<file path="src/dcache_pkg.sv">
package dcache_pkg;

    // bus widths
    localparam int ADDR_W = 32;
    localparam int WORD_W = 32;
    localparam int WORDS_PER_LINE = 4;
    localparam int LINE_W = WORD_W * WORDS_PER_LINE;
    localparam int STRB_W = WORD_W / 8;

    // address field positions
    localparam int TAG_LSB = 12;
    localparam int INDEX_LSB = 4;
    localparam int WORD_LSB = 2;

    localparam int TAG_W = ADDR_W - TAG_LSB;
    localparam int INDEX_W = TAG_LSB - INDEX_LSB;
    localparam int WSEL_W = INDEX_LSB - WORD_LSB;

    localparam int NUM_SETS = 256;

    typedef logic [ADDR_W-1:0] addr_t;
    typedef logic [WORD_W-1:0] word_t;
    typedef logic [LINE_W-1:0] line_t;
    typedef logic [TAG_W-1:0] tag_t;
    typedef logic [INDEX_W-1:0] index_t;
    typedef logic [WSEL_W-1:0] word_sel_t;
    typedef logic [STRB_W-1:0] strb_t;

    // controller states
    typedef enum logic [2:0] {
        IDLE,
        LOOKUP,
        WRITEBACK,  // dirty victim goes out first
        FETCH,
        REFILL,
        UC_READ,
        UC_WAIT,
        UC_WRITE
    } cache_state_t;

endpackage
</file>
<file path="src/dcache_merge.sv">
module dcache_merge (
    input  dcache_pkg::line_t     old_line,
    input  dcache_pkg::line_t     ret_line,
    input  logic                  from_refill,
    input  logic                  is_store,
    input  dcache_pkg::word_sel_t wsel,
    input  dcache_pkg::word_t     wdata,
    input  dcache_pkg::strb_t     wstrb,
    output dcache_pkg::line_t     new_line,
    output dcache_pkg::word_t     load_word
);
    import dcache_pkg::*;

    line_t base_line;

    assign base_line = from_refill ? ret_line : old_line;

    // byte lanes of the selected word take store data
    always_comb begin
        new_line = base_line;
        if (is_store) begin
            for (int b = 0; b < STRB_W; b++) begin
                if (wstrb[b]) begin
                    new_line[wsel*WORD_W + b*8 +: 8] = wdata[b*8 +: 8];
                end
            end
        end
    end

    assign load_word = base_line[wsel*WORD_W +: WORD_W];  // pre-merge word

endmodule

</file>
<file path="config.mk">
export PLATFORM = sky130hd
export DESIGN_NAME = dcache_merge
export DESIGN_NICKNAME = d
export VERILOG_FILES = /design/src/dcache_pkg.sv /design/src/dcache_merge.sv
export SDC_FILE = /design/constraint.sdc
export NUM_CORES = 1
export LEC_CHECK = 0
export BUFFER_PORTS_ARGS = -buffer_cell sky130_fd_sc_hd__clkbuf_2
export CAP_MARGIN = 20
export CORE_AREA = 2 2 179 181
export DETAILED_ROUTE_END_ITERATION = 6
export DIE_AREA = 0 0 181 183
export GPL_TIMING_DRIVEN = 0
export PLACE_DENSITY_LB_ADDON = 0.25
export SKIP_LAST_GASP = 1
export SYNTH_ARGS = -nofsm -noshare
export SYNTH_HDL_FRONTEND = slang
export SYNTH_SLANG_ARGS = --single-unit
</file>
<file path="constraint.sdc">
create_clock -name vclk -period 2.27
set_input_delay 0.454 -clock vclk [all_inputs]
set_output_delay 0.454 -clock vclk [all_outputs]
set_load 0.03 [all_outputs]
</file>
==> results of run 1 <==
stage by stage:
| stage | worst slack (ps) | power (µW) |
|---|---|---|
| 2_1_floorplan | -74.18 | 1227 |
| 3_3_place_gp | -1089 | 2058 |
| 3_5_place_dp | -973.9 | 2065 |
| 4_1_cts | -162.8 | 2626 |
| 5_1_grt | -269.0 | 3116 |
| 6_report | -229.4 | 2996 |
what timing repair did:
action / CTS / global route
gates resized for setup: 440 / 367
pin swaps: 32 / 35
endpoints found under the setup margin: 160 / 158
setup buffers: 58 / 7
gates cloned: 4 / 2
cell type report:
type	instances	area (µm²)
Tap cell	402	503.0
Antenna cell	2	5.005
Timing Repair Buffer	527	4318
Buffer	43	684.4
Inverter	2	13.76
Multi-Input combinational cell	379	5325
Fill cell	3191	20380
layer usage:
metal  vias to the layer above  global-route usage  part of all wire
met5                         -                   0                 0
li1                       2915                   -                 -
met2                       339              0.3842              0.52
met4                         0             0.04911             0.026
met1                      3213              0.2482              0.40
met3                        54             0.02085             0.058
worst paths after layout:
kind | cells after the start | end | startpoint
max | 9 | new_line[98] | wsel[0]
min | 3 | new_line[38] | wdata[6]
power groups by stage:
stage / clock [µW] / combinational (µW) / sequential (µW)
6_report: 0.000118 / 3000 / 0
5_1_grt: 0.000118 / 3120 / 0
4_1_cts: 0 / 2630 / 0
3_5_place_dp: 0 / 2060 / 0
3_3_place_gp: 0 / 2060 / 0
2_1_floorplan: 0 / 1230 / 0
tightest hold or removal path, stage by stage:
cell and delay, ps:
sky130_fd_sc_hd__clkbuf_2 130, sky130_fd_sc_hd__o2bb2ai_2 140, sky130_fd_sc_hd__buf_6 130
logic make-up after synthesis:
family | share of synthesized area
muxes | 0.3528
and+or+nand+nor | 0.1149
adders and majority gates | 0.01958
AOI/OAI and AO/OA | 0.4217
buffers and inverters | 0.09106
placed cells by master, fill, tap and decap left out, types with 2 or more instances in the layout:
master                      count
sky130_fd_sc_hd__clkbuf_2     297
sky130_fd_sc_hd__buf_8         71
sky130_fd_sc_hd__buf_6         67
sky130_fd_sc_hd__buf_4         60
sky130_fd_sc_hd__mux2_2        56
sky130_fd_sc_hd__clkbuf_8      43
sky130_fd_sc_hd__o2bb2ai_4     43
sky130_fd_sc_hd__a22o_1        43
sky130_fd_sc_hd__mux2i_1       35
sky130_fd_sc_hd__mux2i_2       31
sky130_fd_sc_hd__o2bb2ai_2     28
sky130_fd_sc_hd__buf_12        23
sky130_fd_sc_hd__o22ai_1       21
sky130_fd_sc_hd__a221oi_2      20
sky130_fd_sc_hd__a22o_4        20
sky130_fd_sc_hd__nand3_4        7
sky130_fd_sc_hd__and3_4         7
sky130_fd_sc_hd__and3_1         7
sky130_fd_sc_hd__a221oi_4       7
sky130_fd_sc_hd__nor3_4         5
sky130_fd_sc_hd__o22ai_2        5
sky130_fd_sc_hd__mux2i_4        5
sky130_fd_sc_hd__nor2_1         5
sky130_fd_sc_hd__a211oi_2       5
sky130_fd_sc_hd__ha_4           4
sky130_fd_sc_hd__clkbuf_16      4
sky130_fd_sc_hd__buf_16         3
sky130_fd_sc_hd__and3b_2        3
sky130_fd_sc_hd__diode_2        2
sky130_fd_sc_hd__nor2_4         2
sky130_fd_sc_hd__and4_1         2
sky130_fd_sc_hd__nor3b_4        2
sky130_fd_sc_hd__nand3_2        2
sky130_fd_sc_hd__and3_2         2
sky130_fd_sc_hd__buf_2          2
==> results.txt, run 1 <==
The chip height came out at 183 µm. The final worst-path setup slack came out at -229.4 ps. The floorplan core area came out at 31230 µm². On the final layout, the worst hold slack is 1310 ps.

The initial antenna violation count came out at 2. The non-filler instance count after layout is 1355. The hold violation total from the final report was 0. The area share of the largest cell type after synthesis is 0.1854. The checks that failed: setup timing. The cell that appears most often on the critical path is sky130_fd_sc_hd__buf_6. The ratio of cells with drive above 1 in the final layout came out at 0.8770. In this run the static leakage power is 0.004769 µW. The net count of the mapped netlist is 731. The routed wirelength normalized by instance count is 27.00 µm. The largest area contributor in the synthesized netlist is sky130_fd_sc_hd__mux2i_1. The required time at the endpoint of the critical path is 1820 ps. Hold repair after CTS inserted 0 buffers. The setup TNS after final layout came out at -11420 ps. Setup repair after global routing could not meet its margin everywhere. The sequential share of power is 0. The combinational fraction of design power came out at 1.000. The number of clock buffers in the layout came out at 0. After routing the design area is 10850 µm².

The type of origin of the critical path is an input port. The first-pass GRT wire length is 49090 µm. The internal power is 1407 µW.

The first-pass iteration count of the detailed router is 4. Dividing the detail-routed via count by the number of cells gives 4.813. The worst slew slack as a fraction of its limit came out at 0.6741. The total power per unit cell area came out at 276.2 nW/µm². The cell count after synthesis came out at 429. The switching part of the total power came out at 0.5305. The mean instance size in the synthesized netlist came out at 8.936 µm². The overflow left after global routing came out at 0. The fraction of the yosys area taken by sequential cells came out at 0. The arrival time at the worst endpoint came out at 2050 ps. The detailed router placed 6521 vias in this run. The congestion estimate from routability-driven global placement came to 0.8297. The library cell contributing the largest single delay on the critical path is sky130_fd_sc_hd__nor4b_4.

The final clock period utilization by the worst path is 1.101. The cell area after synthesis came out at 3834 µm². In the final layout, flip-flops and latches occupy 0 µm². The final layout contains a sequential cell count of 0. The net switching power is 1590 µW.

The flow ran to the end, but the final reports show violations. The port buffer count is 455. The placed instances occupy a cell area of 6908 µm². The placed instance count came out at 1288. In this run the core area contains 65 standard-cell rows. The highest cell delay on the worst timing path is 340 ps. Setup violations remaining at the end of the flow were counted as 131.

Entering global routing, the biggest net connects 11 pins. The total length of routed wires came out at 36590 µm. The area added between synthesis and finish came out at 183.0%. The number of DRC violations after detailed routing is 0. The area enclosed by the die boundary is 33120 µm². The worst ir drop on vdd is 0.0001174 V. Across the run, the number of max-cap violations was 0.

The part of the total power dissipated in the clock network is 0. The count of yosys warnings during synthesis is 0. The family with the most delay on the worst path is buffers and inverters. The initial core utilization came out at 0.1228.

The number of DRC markers in iteration 0 came out at 197. The maximum clock rate is 400.1 MHz. The count of boundary I/O pins came out at 456.

The global routing usage summed across all routing layers came out at 0.2041. The wire-length estimate of the detail-placed layout is 27050 µm. The post-route core utilization came out at 0.3474. The maximum fanout encountered on the critical timing path is 5. The number of max-slew violations in the final report is 0. The routed design could run at a clock period as short as 2499 ps. The tightest min-delay check is of the input port to output pin type. By count the netlist is led by sky130_fd_sc_hd__mux2i_1 (71), sky130_fd_sc_hd__o2bb2ai_1 (71), sky130_fd_sc_hd__a22o_1 (63). Yosys attributes the largest share of cell area to sky130_fd_sc_hd__mux2i_1 (19%), sky130_fd_sc_hd__mux2_2 (16%), sky130_fd_sc_hd__o2bb2ai_1 (16%).

The die boundary width is 181 µm. The actual slew at the worst max-slew pin is 475.2 ps. The sort of element at the end of the critical path is an output pin. The final net count is 1255. The via count of the first global-routing pass is 6961.

Yosys mapped the design onto 33 distinct sky130hd cell types. The number of nets with antenna violations after routing is 0. The buffering stage count on the worst path with inverters included came out at 6. The signal on the critical path passes through clkbuf_16, buf_8, clkinvlp_4, ha_4, buf_6, nor4b_4, buf_6, a22o_1, clkbuf_8.

The critical path is of the input port to output pin type.
Power figures use the tool's default switching activity.
==> inputs of run 2 (changes only) <==
--- a/config.mk
+++ b/config.mk
@@ -5,11 +5,12 @@
 export SDC_FILE = /design/constraint.sdc
 export NUM_CORES = 1
 export LEC_CHECK = 0
+export ABC_AREA = 1
 export BUFFER_PORTS_ARGS = -buffer_cell sky130_fd_sc_hd__clkbuf_2
 export CAP_MARGIN = 20
-export CORE_AREA = 2 2 179 181
+export CORE_AREA = 2 2 176 178
 export DETAILED_ROUTE_END_ITERATION = 6
-export DIE_AREA = 0 0 181 183
+export DIE_AREA = 0 0 178 180
 export GPL_TIMING_DRIVEN = 0
 export PLACE_DENSITY_LB_ADDON = 0.25
 export SKIP_LAST_GASP = 1
==> constraint.sdc (replaced) <==
create_clock -name vclk -period 2.2
set_input_delay 0.44 -clock vclk [all_inputs]
set_output_delay 0.44 -clock vclk [all_outputs]
set_load 0.03 [all_outputs]
==> results.txt, run 2 <==
The run finished, with violations left. The checks that failed: setup timing. The largest net degree at the start of global routing came out at 11. Dividing total power by cell area gives a power density of 282.7 nW/µm². The global routing usage summed across all routing layers came out at 0.3041. The first-pass iteration count of the detailed router came out at 5. The number of max-slew violations in the final report came out at 0. The detailed-route via count came out at 10750. The count of yosys warnings during synthesis came out at 0. The repair_antennas step left the layout with diodes totalling 0. At the end of the flow the core is filled with cells to 0.3811. The routability congestion estimate is 0.9026. The finished layout holds 2179 standard cells, fillers aside. The count of boundary I/O pins came out at 456. Setup repair after global routing could not meet its margin everywhere. The number of DRC markers in iteration 0 came out at 814.

The cell area after synthesis came out at 5416 µm². The count of sequential standard cells is 0. The area enclosed by the die boundary is 32040 µm².

The commonest cells after synthesis are sky130_fd_sc_hd__nand2_1 (741), sky130_fd_sc_hd__nand3_1 (258), sky130_fd_sc_hd__inv_1 (69). The worst ir drop on vdd is 0.0001058 V. Summed over all layers, the global routing overflow is 0. The routed via count divided by cell count is 4.934. The footprint of the multi-input gates came out at 5838 µm². Synthesis produced 1248 cells. After layout, the clock buffer instance count stands at 0.

Yosys attributes the largest share of cell area to sky130_fd_sc_hd__nand2_1 (51%), sky130_fd_sc_hd__nand3_1 (24%), sky130_fd_sc_hd__inv_1 (4.8%). The maximum fanout encountered on the critical timing path came out at 8. The die boundary width came out at 178 µm. The compound-cell area share of the yosys netlist came out at 0.02610. The initial antenna violation count came to 0. The setup TNS after final layout is -12910 ps.

The initial core utilization is 0.1794. The tightest min-delay check is of the input port to output pin type. The worst setup path is captured at an output pin. The most common cell after layout, fill and taps aside is sky130_fd_sc_hd__nand2_1. The area growth from synthesis to layout is 112.4%. The final net count is 2087. The design draws 3253 µW.

The worst hold path cell count is 4. The mean instance size in the synthesized netlist is 4.340 µm². The post-synthesis mux area share came out at 0. The final setup violation count is 108.

The first global-routing pass estimated 69950 µm of wire. The number of hold buffers added after CTS was 0. The routed wirelength normalized by instance count is 23.75 µm. The number of nets with antenna violations after routing is 0.

The half-perimeter wire length after detailed placement came out at 39150 µm. Dividing the final minimum period by the clock period gives 1.105. The port buffer count is 455. The maximum clock rate came out at 411.3 MHz. The shortest clock period the worst path allows after layout came out at 2431 ps. The largest area contributor in the synthesized netlist is sky130_fd_sc_hd__nand2_1. Among all cell types in the netlist, the one instantiated most often is sky130_fd_sc_hd__nand2_1.

The area share of the largest cell type after synthesis came out at 0.5135. The hold violation total from the final report came out at 0. The top cell types in the final layout, fill and taps aside, are sky130_fd_sc_hd__nand2_1 (627), sky130_fd_sc_hd__clkbuf_2 (327), sky130_fd_sc_hd__nand3_1 (226). Of the synthesized area, sequential elements account for 0. In the final layout, the share of cells above drive strength 1 is 0.4717. After filler insertion, the fill cell instance count of the layout stands at 3405.

The floorplan core area is 30190 µm². The net count of the mapped netlist is 1550. The synthesized netlist contains 24 unique library cells.

The required time at the endpoint of the critical path came out at 1760 ps. The max-cap check violation count came out at 0. The critical path in this run is classified as input port to output pin. The worst slew slack as a fraction of its limit is 0.7066. The total length of routed wires is 51750 µm. The simple-gate share of the synthesized area is 0.8353. In the routed design, unresolved DRC markers number 0. The arrival time at the worst endpoint is 1990 ps.

Of the total synthesized cell area, the portion taken by XOR and XNOR cells is 0. The number of placed instances, taps included, is 2099. The total number of placement rows is 64. Setup slack on the critical path of the routed design comes to -231.2 ps. In this run the static leakage power is 0.006717 µW.

The worst setup path is launched from an input port. At the pin with the least slew margin, the transition time is 440.0 ps. Of the total synthesized cell area, the portion taken by full adders, half adders and majority gates is 0.01386. The floorplan step set the die height to 180 µm. The via count of the first global-routing pass was 10330.

The main combinational cell family by area after synthesis is simple AND/OR/NAND/NOR gates. The sequential cell area is 0 µm².
## run 2: cell count changes after synthesis, sizes merged, moves of 27 or more
cell     before  now
nand2         1  748
nand3         9  261
inv           2   79
mux2i        71    0
o2bb2ai      71    0
a22o         63    0
mux2         57    0
nor2          7   60
a221oi       27    0
## run 2: final timing paths
kind,slack (ps),endpoint,startpoint
worst max-delay path,-230,new_line[7],wsel[0]
worst min-delay path,1260,new_line[3],wdata[3]
## run 2: through the flow
step / area [µm²] / hold slack [ps] / worst slack (ps)
detailed placement: 8443 / 1275 / -1077
CTS: 10340 / 1273 / -198.0
floorplan: 5670 / 1116 / 1.349
finish: 11510 / 1265 / -231.2
global placement: 8443 / 1277 / -1092
global route: 11510 / 1278 / -285.0
## run 2: critical path: stages
cell and delay, ps:
sky130_fd_sc_hd__clkbuf_16 130, sky130_fd_sc_hd__buf_8 130, sky130_fd_sc_hd__clkinv_8 40, sky130_fd_sc_hd__buf_12 110
sky130_fd_sc_hd__ha_4 170, sky130_fd_sc_hd__clkinvlp_4 160, sky130_fd_sc_hd__nor2_4 180, sky130_fd_sc_hd__buf_4 200
sky130_fd_sc_hd__nand3_1 140, sky130_fd_sc_hd__nand2_1 90, sky130_fd_sc_hd__clkbuf_4 180
## run 2: area by class of cell
class / instances / area share
Multi-Input combinational cell: 1103 / 0.5074
Timing Repair Buffer: 536 / 0.3548
Inverter: 80 / 0.03241
Tap cell: 396 / 0.04306
Buffer: 64 / 0.06231
## run 2: routing by layer
metal,vias up,global-route usage,share of wire,wire (µm)
met5,-,0,0,0
met4,0,0.09344,0.035,1817
met3,103,0.05245,0.090,4637
met2,650,0.5211,0.47,24550
met1,4980,0.3845,0.40,20750
li1,5018,-,-,-
## run 2: where the power goes
group          total [µW]  internal [µW]  switching (µW)
combinational        3250           1250            2000
clock                   0              0               0
sequential              0              0               0
total                3250           1250            2000
## run 2: what timing repair did
| action | in CTS | in global routing |
|---|---|---|
| buffers inserted | 63 | 18 |
| endpoints found under the setup margin | 160 | 157 |
| pin swaps | 67 | 105 |
| gates cloned | 3 | 0 |
| resized for setup | 329 | 380 |
## run 2: kinds of logic (layout without fill, tap and decap cells)
logic type,Yosys count,after routing
AO/OA/AOI/OAI,26,26
AND/OR/NAND/NOR,1071,1071
adder cells (fa/ha/maj),6,6
buffers and inverters,145,680
