<file path="src/dcache_pkg.sv">
package dcache_pkg;

    // bus widths
    localparam int ADDR_W = 32;
    localparam int WORD_W = 32;
    localparam int WORDS_PER_LINE = 4;
    localparam int LINE_W = WORD_W * WORDS_PER_LINE;
    localparam int STRB_W = WORD_W / 8;

    // address field positions
    localparam int TAG_LSB = 12;
    localparam int INDEX_LSB = 4;
    localparam int WORD_LSB = 2;

    localparam int TAG_W = ADDR_W - TAG_LSB;
    localparam int INDEX_W = TAG_LSB - INDEX_LSB;
    localparam int WSEL_W = INDEX_LSB - WORD_LSB;

    localparam int NUM_SETS = 256;

    typedef logic [ADDR_W-1:0] addr_t;
    typedef logic [WORD_W-1:0] word_t;
    typedef logic [LINE_W-1:0] line_t;
    typedef logic [TAG_W-1:0] tag_t;
    typedef logic [INDEX_W-1:0] index_t;
    typedef logic [WSEL_W-1:0] word_sel_t;
    typedef logic [STRB_W-1:0] strb_t;

    // controller states
    typedef enum logic [2:0] {
        IDLE,
        LOOKUP,
        WRITEBACK,  // dirty victim goes out first
        FETCH,
        REFILL,
        UC_READ,
        UC_WAIT,
        UC_WRITE
    } cache_state_t;

endpackage
</file>
<file path="src/dcache_ctrl.sv">
module dcache_ctrl (
    input  logic                  clk,
    input  logic                  reset,
    input  logic                  req_valid,
    input  logic                  req_op,
    input  dcache_pkg::addr_t     req_addr,
    input  dcache_pkg::word_t     req_wdata,
    input  dcache_pkg::strb_t     req_wstrb,
    input  logic                  req_uncached,
    input  dcache_pkg::tag_t      hit_tag,
    input  logic                  hit_valid,
    input  logic                  hit_dirty,
    input  logic                  rd_rdy,
    input  logic                  ret_valid,
    input  logic                  wr_rdy,
    input  logic                  ud_rd_rdy,
    input  logic                  ud_ret_valid,
    input  logic                  ud_wr_rdy,
    output logic                  addr_ok,
    output logic                  data_ok,
    output logic                  rd_req,
    output dcache_pkg::addr_t     rd_addr,
    output logic                  wr_req,
    output dcache_pkg::addr_t     wr_addr,
    output logic                  ud_rd_req,
    output logic                  ud_wr_req,
    output dcache_pkg::addr_t     ud_addr,
    output dcache_pkg::word_t     ud_wr_data,
    output dcache_pkg::strb_t     ud_wr_strb,
    output dcache_pkg::index_t    line_index,
    output logic                  line_we,
    output logic                  dirty_set,
    output logic                  line_from_refill,
    output logic                  cur_op,
    output dcache_pkg::word_sel_t cur_wsel,
    output dcache_pkg::word_t     cur_wdata,
    output dcache_pkg::strb_t     cur_wstrb
);
    import dcache_pkg::*;

    cache_state_t state;
    cache_state_t next_state;
    addr_t        cur_addr;
    tag_t         cur_tag;
    index_t       cur_index;
    logic         hit;

    // request capture only while idle
    always_ff @(posedge clk) begin
        if (state == IDLE && req_valid) begin
            cur_op    <= req_op;
            cur_addr  <= req_addr;
            cur_wdata <= req_wdata;
            cur_wstrb <= req_wstrb;
        end
    end

    assign cur_tag   = cur_addr[ADDR_W-1:TAG_LSB];
    assign cur_index = cur_addr[TAG_LSB-1:INDEX_LSB];
    assign cur_wsel  = cur_addr[INDEX_LSB-1:WORD_LSB];

    assign hit = hit_valid && (hit_tag == cur_tag);

    always_ff @(posedge clk) begin
        if (reset) begin
            state <= IDLE;
        end else begin
            state <= next_state;
        end
    end

    always_comb begin
        next_state = state;
        case (state)
            IDLE: begin
                if (req_valid) begin
                    if (req_uncached) begin
                        next_state = req_op ? UC_WRITE : UC_READ;
                    end else begin
                        next_state = LOOKUP;
                    end
                end
            end
            LOOKUP: begin
                if (hit) begin
                    next_state = IDLE;
                end else if (hit_valid && hit_dirty) begin
                    next_state = WRITEBACK;
                end else begin
                    next_state = FETCH;
                end
            end
            WRITEBACK: if (wr_rdy) next_state = FETCH;
            FETCH:     if (rd_rdy) next_state = REFILL;
            REFILL:    if (ret_valid) next_state = IDLE;
            UC_READ:   if (ud_rd_rdy) next_state = UC_WAIT;
            UC_WAIT:   if (ud_ret_valid) next_state = IDLE;
            UC_WRITE:  if (ud_wr_rdy) next_state = IDLE;
            default:   next_state = IDLE;
        endcase
    end

    assign addr_ok = (state == IDLE);
    assign data_ok = (state == LOOKUP && hit) ||
                     (state == REFILL && ret_valid) ||
                     (state == UC_WAIT && ud_ret_valid) ||
                     (state == UC_WRITE && ud_wr_rdy);

    // strobes only go up with their ready
    assign rd_req    = (state == FETCH) && rd_rdy;
    assign wr_req    = (state == WRITEBACK) && wr_rdy;
    assign ud_rd_req = (state == UC_READ) && ud_rd_rdy;
    assign ud_wr_req = (state == UC_WRITE) && ud_wr_rdy;

    assign rd_addr = {cur_tag, cur_index, {INDEX_LSB{1'b0}}};
    assign wr_addr = {hit_tag, cur_index, {INDEX_LSB{1'b0}}};  // victim address

    assign ud_addr    = cur_addr;
    assign ud_wr_data = cur_wdata;
    assign ud_wr_strb = cur_wstrb;

    // incoming index feeds the sync read in idle
    assign line_index = (state == IDLE) ? req_addr[TAG_LSB-1:INDEX_LSB] : cur_index;

    assign line_we = (state == LOOKUP && hit && cur_op) ||
                     (state == REFILL && ret_valid);
    assign dirty_set        = cur_op;  // loads refill clean
    assign line_from_refill = (state == REFILL);

endmodule

</file>
<file path="config.mk">
export PLATFORM = sky130hd
export DESIGN_NAME = dcache_ctrl
export DESIGN_NICKNAME = d
export VERILOG_FILES = /design/src/dcache_pkg.sv /design/src/dcache_ctrl.sv
export SDC_FILE = /design/constraint.sdc
export NUM_CORES = 1
export LEC_CHECK = 0
export BUFFER_PORTS_ARGS = -buffer_cell sky130_fd_sc_hd__buf_2
export CAP_MARGIN = 10
export CORE_AREA = 4 4 109 111
export CTS_CLUSTER_SIZE = 12
export DETAILED_ROUTE_END_ITERATION = 8
export DIE_AREA = 0 0 113 115
export GPL_ROUTABILITY_DRIVEN = 0
export GPL_TIMING_DRIVEN = 1
export PLACE_DENSITY = 0.78
export SYNTH_ARGS = -nofsm -noshare
export SYNTH_HDL_FRONTEND = slang
export SYNTH_SLANG_ARGS = --single-unit
</file>
<file path="constraint.sdc">
create_clock -name clk -period 4.4 [get_ports clk]
set_input_delay 0 -clock clk [delete_from_list [all_inputs] [get_ports clk]]
set_output_delay 0 -clock clk [all_outputs]
set_load 0.01 [all_outputs]
</file>
==> results_dict.tcl, run 1 <==
set metrics [dict create \
    status "complete, no violations" \
    fmax_mhz 397 \
    start_util_pct 32.7 \
    syn_inst 265 \
    r2r_setup_slack_ns 1.88 \
    synth-seq-cells 72 \
    firstDrtPassIters 4 \
    crit_fanout 69 \
    cts_root_buffer "clkbuf_8" \
    die_h_um 115 \
    worstSetupPathType "flip-flop to flip-flop" \
    avgRoutedWirePerCell_um 17.3 \
    dp_hpwl_um 8580 \
    start_kind "flip-flop" \
    grt_pass1_vias 3108 \
    dr_wl_met2_um 5940 \
    post-cts-setup-buffers 0 \
    grt_pass1_wl_um 17100 \
    vdd_ir_drop_max_v 0.000280 \
    viasPerCell 4.40 \
    yosysSeqAreaShare_pct 60.4 \
    fin_util_pct 48.6 \
    wl_met1_um 4240 \
    maxSlewHeadroom_pct 38.9 \
    drive_above_1_share_pct 57.4 \
    die_w_um 113 \
    numCtsBuffers 9 \
    grt.total_usage_pct 17.3 \
    grt_max_degree 70 \
    r2r-start "state[0]" \
    worstPathRequired_ns 4.36 \
    slowest_stage "and2_4" \
    p_per_area_mw_per_mm2 509 \
    topRoutingLayerUsed "met5" \
    area_delta_synth_final_pct 48.7 \
    hold_class "input pin to flip-flop" \
    holdPathStages 4 \
    io_buffers 280 \
    cts_resized 0 \
    clockBufferDepth 2 \
    reg2reg_depth 2 \
    p_leak_nw 2.42 \
    period_needed_ns 2.52 \
    wl_um 11600 \
    worstMarginPinSlew_ns 0.917 \
    cap_violations 0 \
    slew_violations 0 \
    antenna_found_initial 2 \
    path_cells "nor3_2 > and2_4" \
    final_nets 629 \
    route.detailed.drc 0 \
    finalHoldViolCount 0 \
    io_pins 289 \
    core_mm2 0.0108 \
    path_buf_inv 0 \
    avgSynthCellArea_um2 13.3 \
    dr_wl_met3_um 1210 \
    setup_tns_ns 0 \
    ys_warn_count 0 \
    htreeDepth 3 \
    cts_tree "done" \
    synth_cell_types 32 \
    postRouteAntennaNets 0 \
    path_delay_family "simple AND/OR/NAND/NOR gates" \
    path_clk_slew_ns 0.08 \
    dr.first_iter.drc_count 138 \
    setup_viol 0 \
    syn_area_mm2 0.00353 \
    clock_latency_ns 0.34 \
    rows 38 \
    critPathMaxStageDelay_ns 0.88 \
    final_common_cell "buf_2" \
    rr_endpoint "cur_wdata[18]" \
    fin_crit_sh_pct 57.3 \
    worst_setup_path_end_kind "flip-flop" \
    layout_common_cells "buf_2, dlygate4sd3_1, edfxtp_1, xnor2_1" \
    grt-ovfl-total 0 \
    min_to "state[2]" \
    rsz0062_at_grt "no" \
    num_vias 2956 \
    worstHoldStart "ud_wr_rdy" \
    fin_worst_skew_ns 0.0106 \
    die_area_mm2 0.0130 \
    crit_arrival_ns 2.48 \
    cts.sinks 72 \
]
[metrics by stage]
| stage | instance area, um^2 | cells | hold WS (ns) | power [mW] | setup slack, ns |
|---|---|---|---|---|---|
| 2_1_floorplan | 3550 | 272 | 0.0793 | 1.84 | 1.23 |
| 3_3_place_gp | 4340 | 585 | 0.177 | 2.09 | 2.01 |
| 3_5_place_dp | 4340 | 585 | 0.178 | 2.12 | 1.89 |
| 4_1_cts | 5240 | 671 | 0.0468 | 2.69 | 1.86 |
| 5_1_grt | 5250 | 672 | 0.0956 | 2.81 | 1.71 |
| 6_report | 5250 | 672 | 0.0941 | 2.67 | 1.88 |
[routing by layer]
metal	vias to the layer above	global-route usage (%)
li1	1343	-
met1	1386	19.5
met2	202	30.2
met3	23	6.53
met4	2	5.77
met5	-	0
[cells in the mapped netlist]
library cell  instances  area share, %
buf_4               104             22
edfxtp_1             69             59
xnor2_1              12            3.0
nand2_1               9           0.96
mux2_2                8            2.6
xor2_1                8            2.0
nor2_1                6           0.64
a21oi_1               5           0.71
nor3_1                4           0.57
a31oi_1               3           0.53
dfxtp_1               3            1.7
inv_1                 3           0.32
nand3_1               3           0.43
nand4_1               3           0.53
nor4_1                3           0.53
a32oi_1               2           0.50
and2_1                2           0.35
and3_1                2           0.35
buf_2                 2           0.28
o21ai_0               2           0.28
a21o_2                1           0.25
a31o_1                1           0.25
and4_1                1           0.25
clkbuf_1              1           0.11
conb_1                1           0.11
mux2i_1               1           0.28
nand2b_1              1           0.18
nor3_2                1           0.28
nor3b_1               1           0.21
nor4_4                1           0.60
o211ai_1              1           0.21
or4_1                 1           0.21
[where the power goes]
| group | switching (mW) | total (mW) | internal (mW) | leakage, nW |
|---|---|---|---|---|
| logic | 0.584 | 1.02 | 0.433 | 1.66 |
| clock network | 0.254 | 0.511 | 0.257 | 0.0892 |
| registers | 0.158 | 1.14 | 0.983 | 0.672 |
| total | 0.996 | 2.67 | 1.67 | 2.42 |
[what timing repair did]
action,CTS,global route
hold endpoints to repair,71,0
setup endpoints to repair,0,0
hold buffers,72,0
[state kept, by name, summed over array words and instances (netlist names)]
| name | flops |
|---|---|
| cur_wdata | 32 |
| cur_wstrb | 4 |
| ud_addr | 32 |
| cur_op | 1 |
| state | 3 |
[area by class of cell]
cell class	count	area [um^2]
fill	925	5550
sequential	72	2130
timing repair buffer	352	2120
multi-input combinational	90	619
tap	140	175
clock buffer	9	124
clock inverter	5	58.8
inverter	3	11.3
antenna	1	2.50
[worst min-delay path: cells and delay by family]
| family | cells | cell delay (ns) |
|---|---|---|
| AOI/OAI and AO/OA | 1 | 0.08 |
| and+or+nand+nor | 2 | 0.22 |
| buffers and inverters | 1 | 0.10 |
[worst max-delay path by stage]
stage	start	endpoint	slack [ns]	depth (start not counted)
after floorplan	state[2]	cur_op	1.23	3
after global placement	state[0]	cur_wdata[29]	2.01	2
after detailed placement	state[0]	cur_wdata[16]	1.89	2
after CTS	state[0]	cur_wdata[1]	1.86	2
after global routing	state[0]	ud_addr[16]	1.71	2
final	state[0]	cur_wdata[18]	1.88	2
[cells by family (layout without fill, tap and decap cells)]
group / after synthesis / in the layout / share of synthesized area [%]
compound gates: 15 / 15 / 2.73
other cells: 1 / 9 / 0.106
simple gates: 38 / 38 / 6.10
buf+inv: 110 / 369 / 22.8
mux: 9 / 9 / 2.84
xor+xnor: 20 / 20 / 4.96
flops: 72 / 72 / 60.4
Note: power is estimated with default switching activity, not from simulation.
==> inputs of run 2 (changes only) <==
- ABC_AREA: not set -> 1
- CORE_AREA: 4 4 109 111 -> 4 4 110 112
- DIE_AREA: 0 0 113 115 -> 0 0 114 116
- PLACE_DENSITY: 0.78 -> 0.81
- clock period: 4.4 -> 2.2 ns (I/O delays scaled with it)
==> results_dict.tcl, run 2 <==
set metrics [dict create \
    netlist.area_leader.share_pct 56.1 \
    wl_um 11300 \
    fin_crit_sh_pct 81.5 \
    syn_area_mm2 0.00369 \
    worstPathRequired_ns 2.20 \
    area_delta_synth_final_pct 51.0 \
    busiest_layer "met2" \
    finalHoldViolCount 0 \
    postRouteAntennaNets 0 \
    worstMarginPinSlew_ns 0.502 \
    p_sw_mw 2.14 \
    clock_latency_ns 0.33 \
    htreeDepth 3 \
    die_area_mm2 0.0132 \
    globalRouteMet3Util_pct 5.54 \
    path_clk_slew_ns 0.06 \
    pwr-share-comb_pct 37.0 \
    fin_util_pct 49.7 \
    grt_max_degree 41 \
    die_w_um 114 \
    vdd_ir_drop_max_v 0.000559 \
    final_nets 731 \
    maxSlewHeadroom_pct 66.5 \
    synth_area_leader_cell "edfxtp_1" \
    p_int_mw 3.69 \
    synth_cell_types 24 \
    cts_tree "done" \
    dr.first_iter.drc_count 141 \
    cts_root_buffer "clkbuf_16" \
    crit_fanout 3 \
    route.detailed.drc 0 \
    viasPerCell 4.08 \
    cts_resized 0 \
    p_leak_nw 2.83 \
    firstDrtPassIters 4 \
    synth_edf_count 69 \
    async_flop_share_pct 0 \
    final_common_cell "buf_2" \
    r2r_setup_slack_ns 0.52 \
    syn_inst 361 \
    grt_pass1_vias 3149 \
    cts.sinks 72 \
    fin_worst_skew_ns 0.0121 \
    start_util_pct 32.9 \
    synth_most_common_cell "buf_4" \
    cap_violations 0 \
    grt_pass1_wl_um 16400 \
    core_mm2 0.0112 \
    rows 39 \
    post-cts-setup-buffers 0 \
    fmax_mhz 557 \
    rsz0062_at_grt "no" \
    hold_class "input pin to flip-flop" \
    clockBufferDepth 2 \
    avgSynthCellArea_um2 10.2 \
    dp_hpwl_um 8350 \
    met2_usage_pct 27.6 \
    synth_area_leaders "edfxtp_1, buf_4, nand2_1" \
    io_pins 289 \
    antenna_found_initial 1 \
    num_vias 3173 \
    grt.total_usage_pct 16.2 \
    p_sw_share_pct 36.7 \
    worstSetupPathType "flip-flop to output pin" \
    synth_flop_cell "edfxtp_1" \
    layout_common_cells "buf_2, nand2_1, dlygate4sd3_1, edfxtp_1, inv_1" \
    drive_above_1_share_pct 49.6 \
    crit_arrival_ns 1.79 \
    p_per_area_mw_per_mm2 1050 \
    status "complete, no violations" \
    numCtsBuffers 9 \
    seqPwrFrac_pct 37.6 \
    die_h_um 116 \
    grt_use_met1_pct 19.3 \
    synth-seq-cells 72 \
    slew_violations 0 \
    avgRoutedWirePerCell_um 14.5 \
    period_needed_ns 1.79 \
    power_frac_clock_pct 25.5 \
    yosysSeqAreaShare_pct 57.7 \
    setup_viol 0 \
    worst_setup_path_end_kind "output pin" \
    diodes 0 \
    synth_common_cells "buf_4, nand2_1, edfxtp_1" \
    setup_tns_ns 0 \
    io_buffers 280 \
    start_kind "flip-flop" \
    fin_hold_ws_ns 0.0969 \
    ys_warn_count 0 \
    grt-ovfl-total 0 \
]
-- run 2: cell count changes in the layout (fill, tap and decap cells not counted), moves of 4 or more --
cell       delta
clkbuf_16     +9
o21ai_0       +4
xnor2_1      -11
inv_1        +35
nand3_1       +5
clkbuf_8      -9
xor2_1        -8
nand2_1      +76
nor2_2        +4
nor2_1       +15
mux2_2        -8
inv_2         +4
-- run 2: area by class of cell --
class                      count  area [um^2]
timing repair buffer         355         2140
fill                        1020         5650
multi-input combinational    150          661
sequential                    72         2130
tap                          143          179
inverter                      42          158
clock buffer                   9          225
clock inverter                 7         78.8
-- run 2: path summary, 6_finish.rpt --
kind / startpoint / end / depth (start not counted)
max: ud_addr[13] / line_we / 9
min: req_uncached / state[2] / 5
max reg2reg: state[0] / state[0] / 7
min reg2reg: state[2] / state[2] / 2
-- run 2: timing repair --
action                                 in CTS  in global routing
setup endpoints to repair                   0                  0
hold buffers                               72                  0
endpoints found under the hold margin      72                  0
-- run 2: power groups by stage --
stage / registers, mW / clock network, mW / logic (mW)
3_5_place_dp: 2.21 / 0 / 2.06
4_1_cts: 2.19 / 1.51 / 2.17
5_1_grt: 2.24 / 1.59 / 2.38
2_1_floorplan: 2.34 / 0 / 1.33
3_3_place_gp: 2.19 / 0 / 2.04
6_report: 2.19 / 1.49 / 2.15
-- run 2: kinds of logic after synthesis --
group | synth area share, %
buffers and inverters | 25.4
AOI/OAI and AO/OA | 2.54
xor gates and xnor gates | 0.237
other | 0.101
DFF | 57.7
and+or+nand+nor | 14.0
-- run 2: through the flow --
| step | instances | power (mW) | setup WS [ns] | instance area (um^2) |
|---|---|---|---|---|
| 2_1_floorplan | 368 | 3.67 | 0.00553 | 3730 |
| 3_3_place_gp | 690 | 4.23 | 0.657 | 4550 |
| 3_5_place_dp | 690 | 4.27 | 0.621 | 4550 |
| 4_1_cts | 778 | 5.87 | 0.307 | 5580 |
| 5_1_grt | 778 | 6.21 | 0.143 | 5580 |
| 6_report | 778 | 5.83 | 0.406 | 5580 |
-- run 2: critical path, cell delays in order (launching register included) --
cell and delay (ns):
edfxtp_1 0.42, inv_1 0.10, or2_2 0.10, nand3_1 0.09
nor2_1 0.24, nand4_1 0.17, inv_1 0.10, nand3_1 0.06
nand2_1 0.06, buf_2 0.12
-- run 2: per-layer routing --
layer / wire length, um / part of all wire [%]
met2: 5930 / 52
met4: 126 / 1.1
met3: 937 / 8.3
met5: 13 / 0.11
met1: 4310 / 38
==> inputs of run 3 (changes only) <==
- clock period: 2.2 -> 1.5 ns (I/O delays scaled with it)
==> results_dict.tcl, run 3 (same netlist as run 2, synthesis figures left out) <==
set metrics [dict create \
    rsz0062_at_grt "yes" \
    startpoint "ud_addr[31]" \
    period_needed_ns 1.73 \
    vdd_ir_drop_max_v 0.000977 \
    grt-ovfl-total 0 \
    dr.first_iter.drc_count 157 \
    dpl_cell_area_mm2 0.00460 \
    r2r-start "ud_addr[21]" \
    dpl_worst_slack_ns 0.0571 \
    fin_worst_skew_ns 0.00889 \
    setup_viol 3 \
    layout_common_cells "buf_2, nand2_1, dlygate4sd3_1, edfxtp_1, inv_1" \
    die_area_mm2 0.0132 \
    rr_endpoint "state[0]" \
    viasPerCell 4.15 \
    core_mm2 0.0112 \
    postRouteAntennaNets 0 \
    cts_tree "done" \
    reg2reg_depth 13 \
    hold_class "input pin to flip-flop" \
    fmax_mhz 578 \
    grt.total_usage_pct 16.5 \
    status "complete, but fails checks" \
    clock_latency_ns 0.33 \
    crit_fanout 3 \
    crit_arrival_ns 1.73 \
    diodes 0 \
    die_h_um 116 \
    finalHoldViolCount 0 \
    clockBufferDepth 2 \
    grt_pass1_wl_um 16700 \
    final_common_cell "buf_2" \
    cap_violations 0 \
    numCtsBuffers 9 \
    grt_pass1_vias 3255 \
    io_pins 289 \
    start_util_pct 32.9 \
    avgRoutedWirePerCell_um 14.8 \
    rows 39 \
    worst_slack_ns -0.229 \
    die_w_um 114 \
    path_clk_slew_ns 0.06 \
    wl_um 11700 \
    globalRouteMet3Util_pct 5.80 \
    num_vias 3294 \
    grt_max_degree 41 \
    grt_use_met1_pct 18.6 \
    stdcell_area_mm2 0.00574 \
    p_leak_nw 2.91 \
    cts.sinks 72 \
    fin_crit_sh_pct 115 \
    worstPathRequired_ns 1.50 \
    cp-endpoint "line_we" \
    route.detailed.drc 0 \
    p_per_area_mw_per_mm2 1530 \
    nFillCells 995 \
    dp_hpwl_um 8110 \
    start_kind "flip-flop" \
    violations "setup timing" \
    worst_setup_path_end_kind "output pin" \
    htreeDepth 3 \
    busiest_layer "met2" \
    met2_usage_pct 29.5 \
    firstDrtPassIters 4 \
    final_nets 746 \
    worstSetupPathType "flip-flop to output pin" \
    io_buffers 280 \
    drive_above_1_share_pct 52.3 \
    cts_root_buffer "clkbuf_16" \
    slew_violations 0 \
    r2r_setup_slack_ns -0.06 \
    finalPower_mw 8.80 \
    area_delta_synth_final_pct 55.3 \
    antenna_found_initial 1 \
]
## run 3: changes by cell type in the layout (fill, tap and decap cells not counted), sizes merged
cell,before,now
inv,44,45
buf,283,299
clkinv,3,2
dlygate4sd3,72,71
## run 3: how the worst min path moves through the flow
stage	start	endpoint	slack, ns	cells after the start
6_report	hit_valid	state[0]	0.03	4
3_3_place_gp	req_wdata[24]	cur_wdata[24]	0.18	1
2_1_floorplan	rd_rdy	rd_req	0.09	2
3_5_place_dp	req_addr[1]	ud_addr[1]	0.18	1
5_1_grt	hit_valid	state[0]	0.02	4
4_1_cts	hit_valid	state[0]	0.01	4
## run 3: worst max-delay path, cell delays in order, from the launching register on
cell,delay [ns]
edfxtp_1,0.40
inv_1,0.05
nand2_1,0.04
o21ai_0,0.09
nor2_1,0.10
nand2_1,0.07
nor2_2,0.13
nand4_1,0.16
inv_1,0.11
nand3_1,0.07
nand2_1,0.06
buf_2,0.12
## run 3: layout make-up
class	count	area (um^2)	area share [%]
Tap cell	143	179	3.12
Timing Repair Buffer	370	2280	39.7
Multi-Input combinational cell	150	681	11.9
Inverter	42	160	2.79
Sequential cell	72	2140	37.2
Clock inverter	7	76.3	1.33
Clock buffer	9	225	3.93
## run 3: layer usage
metal  vias to the layer above  part of all wire (%)
met5                         -                  0.17
met2                       145                    53
met4                         2                   1.4
met3                        14                   8.8
met1                      1524                    36
li1                       1609                     -
## run 3: what timing repair did
item / 4_1_cts / 5_1_grt
endpoints found under the hold margin: 72 / 0
hold buffers: 71 / 0
pin swaps: 13 / 12
endpoints found under the setup margin: 2 / 12
cloned: 0 / 0
resized for setup: 6 / 4
setup buffers: 14 / 1
## run 3: where the power goes
part / leakage [nW] / switching, mW / internal (mW)
registers: 0.671 / 0.364 / 2.86
logic: 2.10 / 1.98 / 1.40
clock network: 0.144 / 0.891 / 1.30
total: 2.91 / 3.24 / 5.56
## run 3: per-stage QoR
| step | TNS, ns | hold slack, ns | utilization (%) | std cells |
|---|---|---|---|---|
| 6_report | -0.497 | 0.0284 | 51.1 | 793 |
| 3_5_place_dp | 0 | 0.178 | 40.9 | 691 |
| 3_3_place_gp | 0 | 0.176 | 40.9 | 691 |
| 4_1_cts | -0.522 | 0.0138 | 51.0 | 792 |
| 2_1_floorplan | -42.52 | 0.0871 | - | 368 |
| 5_1_grt | -0.903 | 0.0202 | 51.1 | 793 |
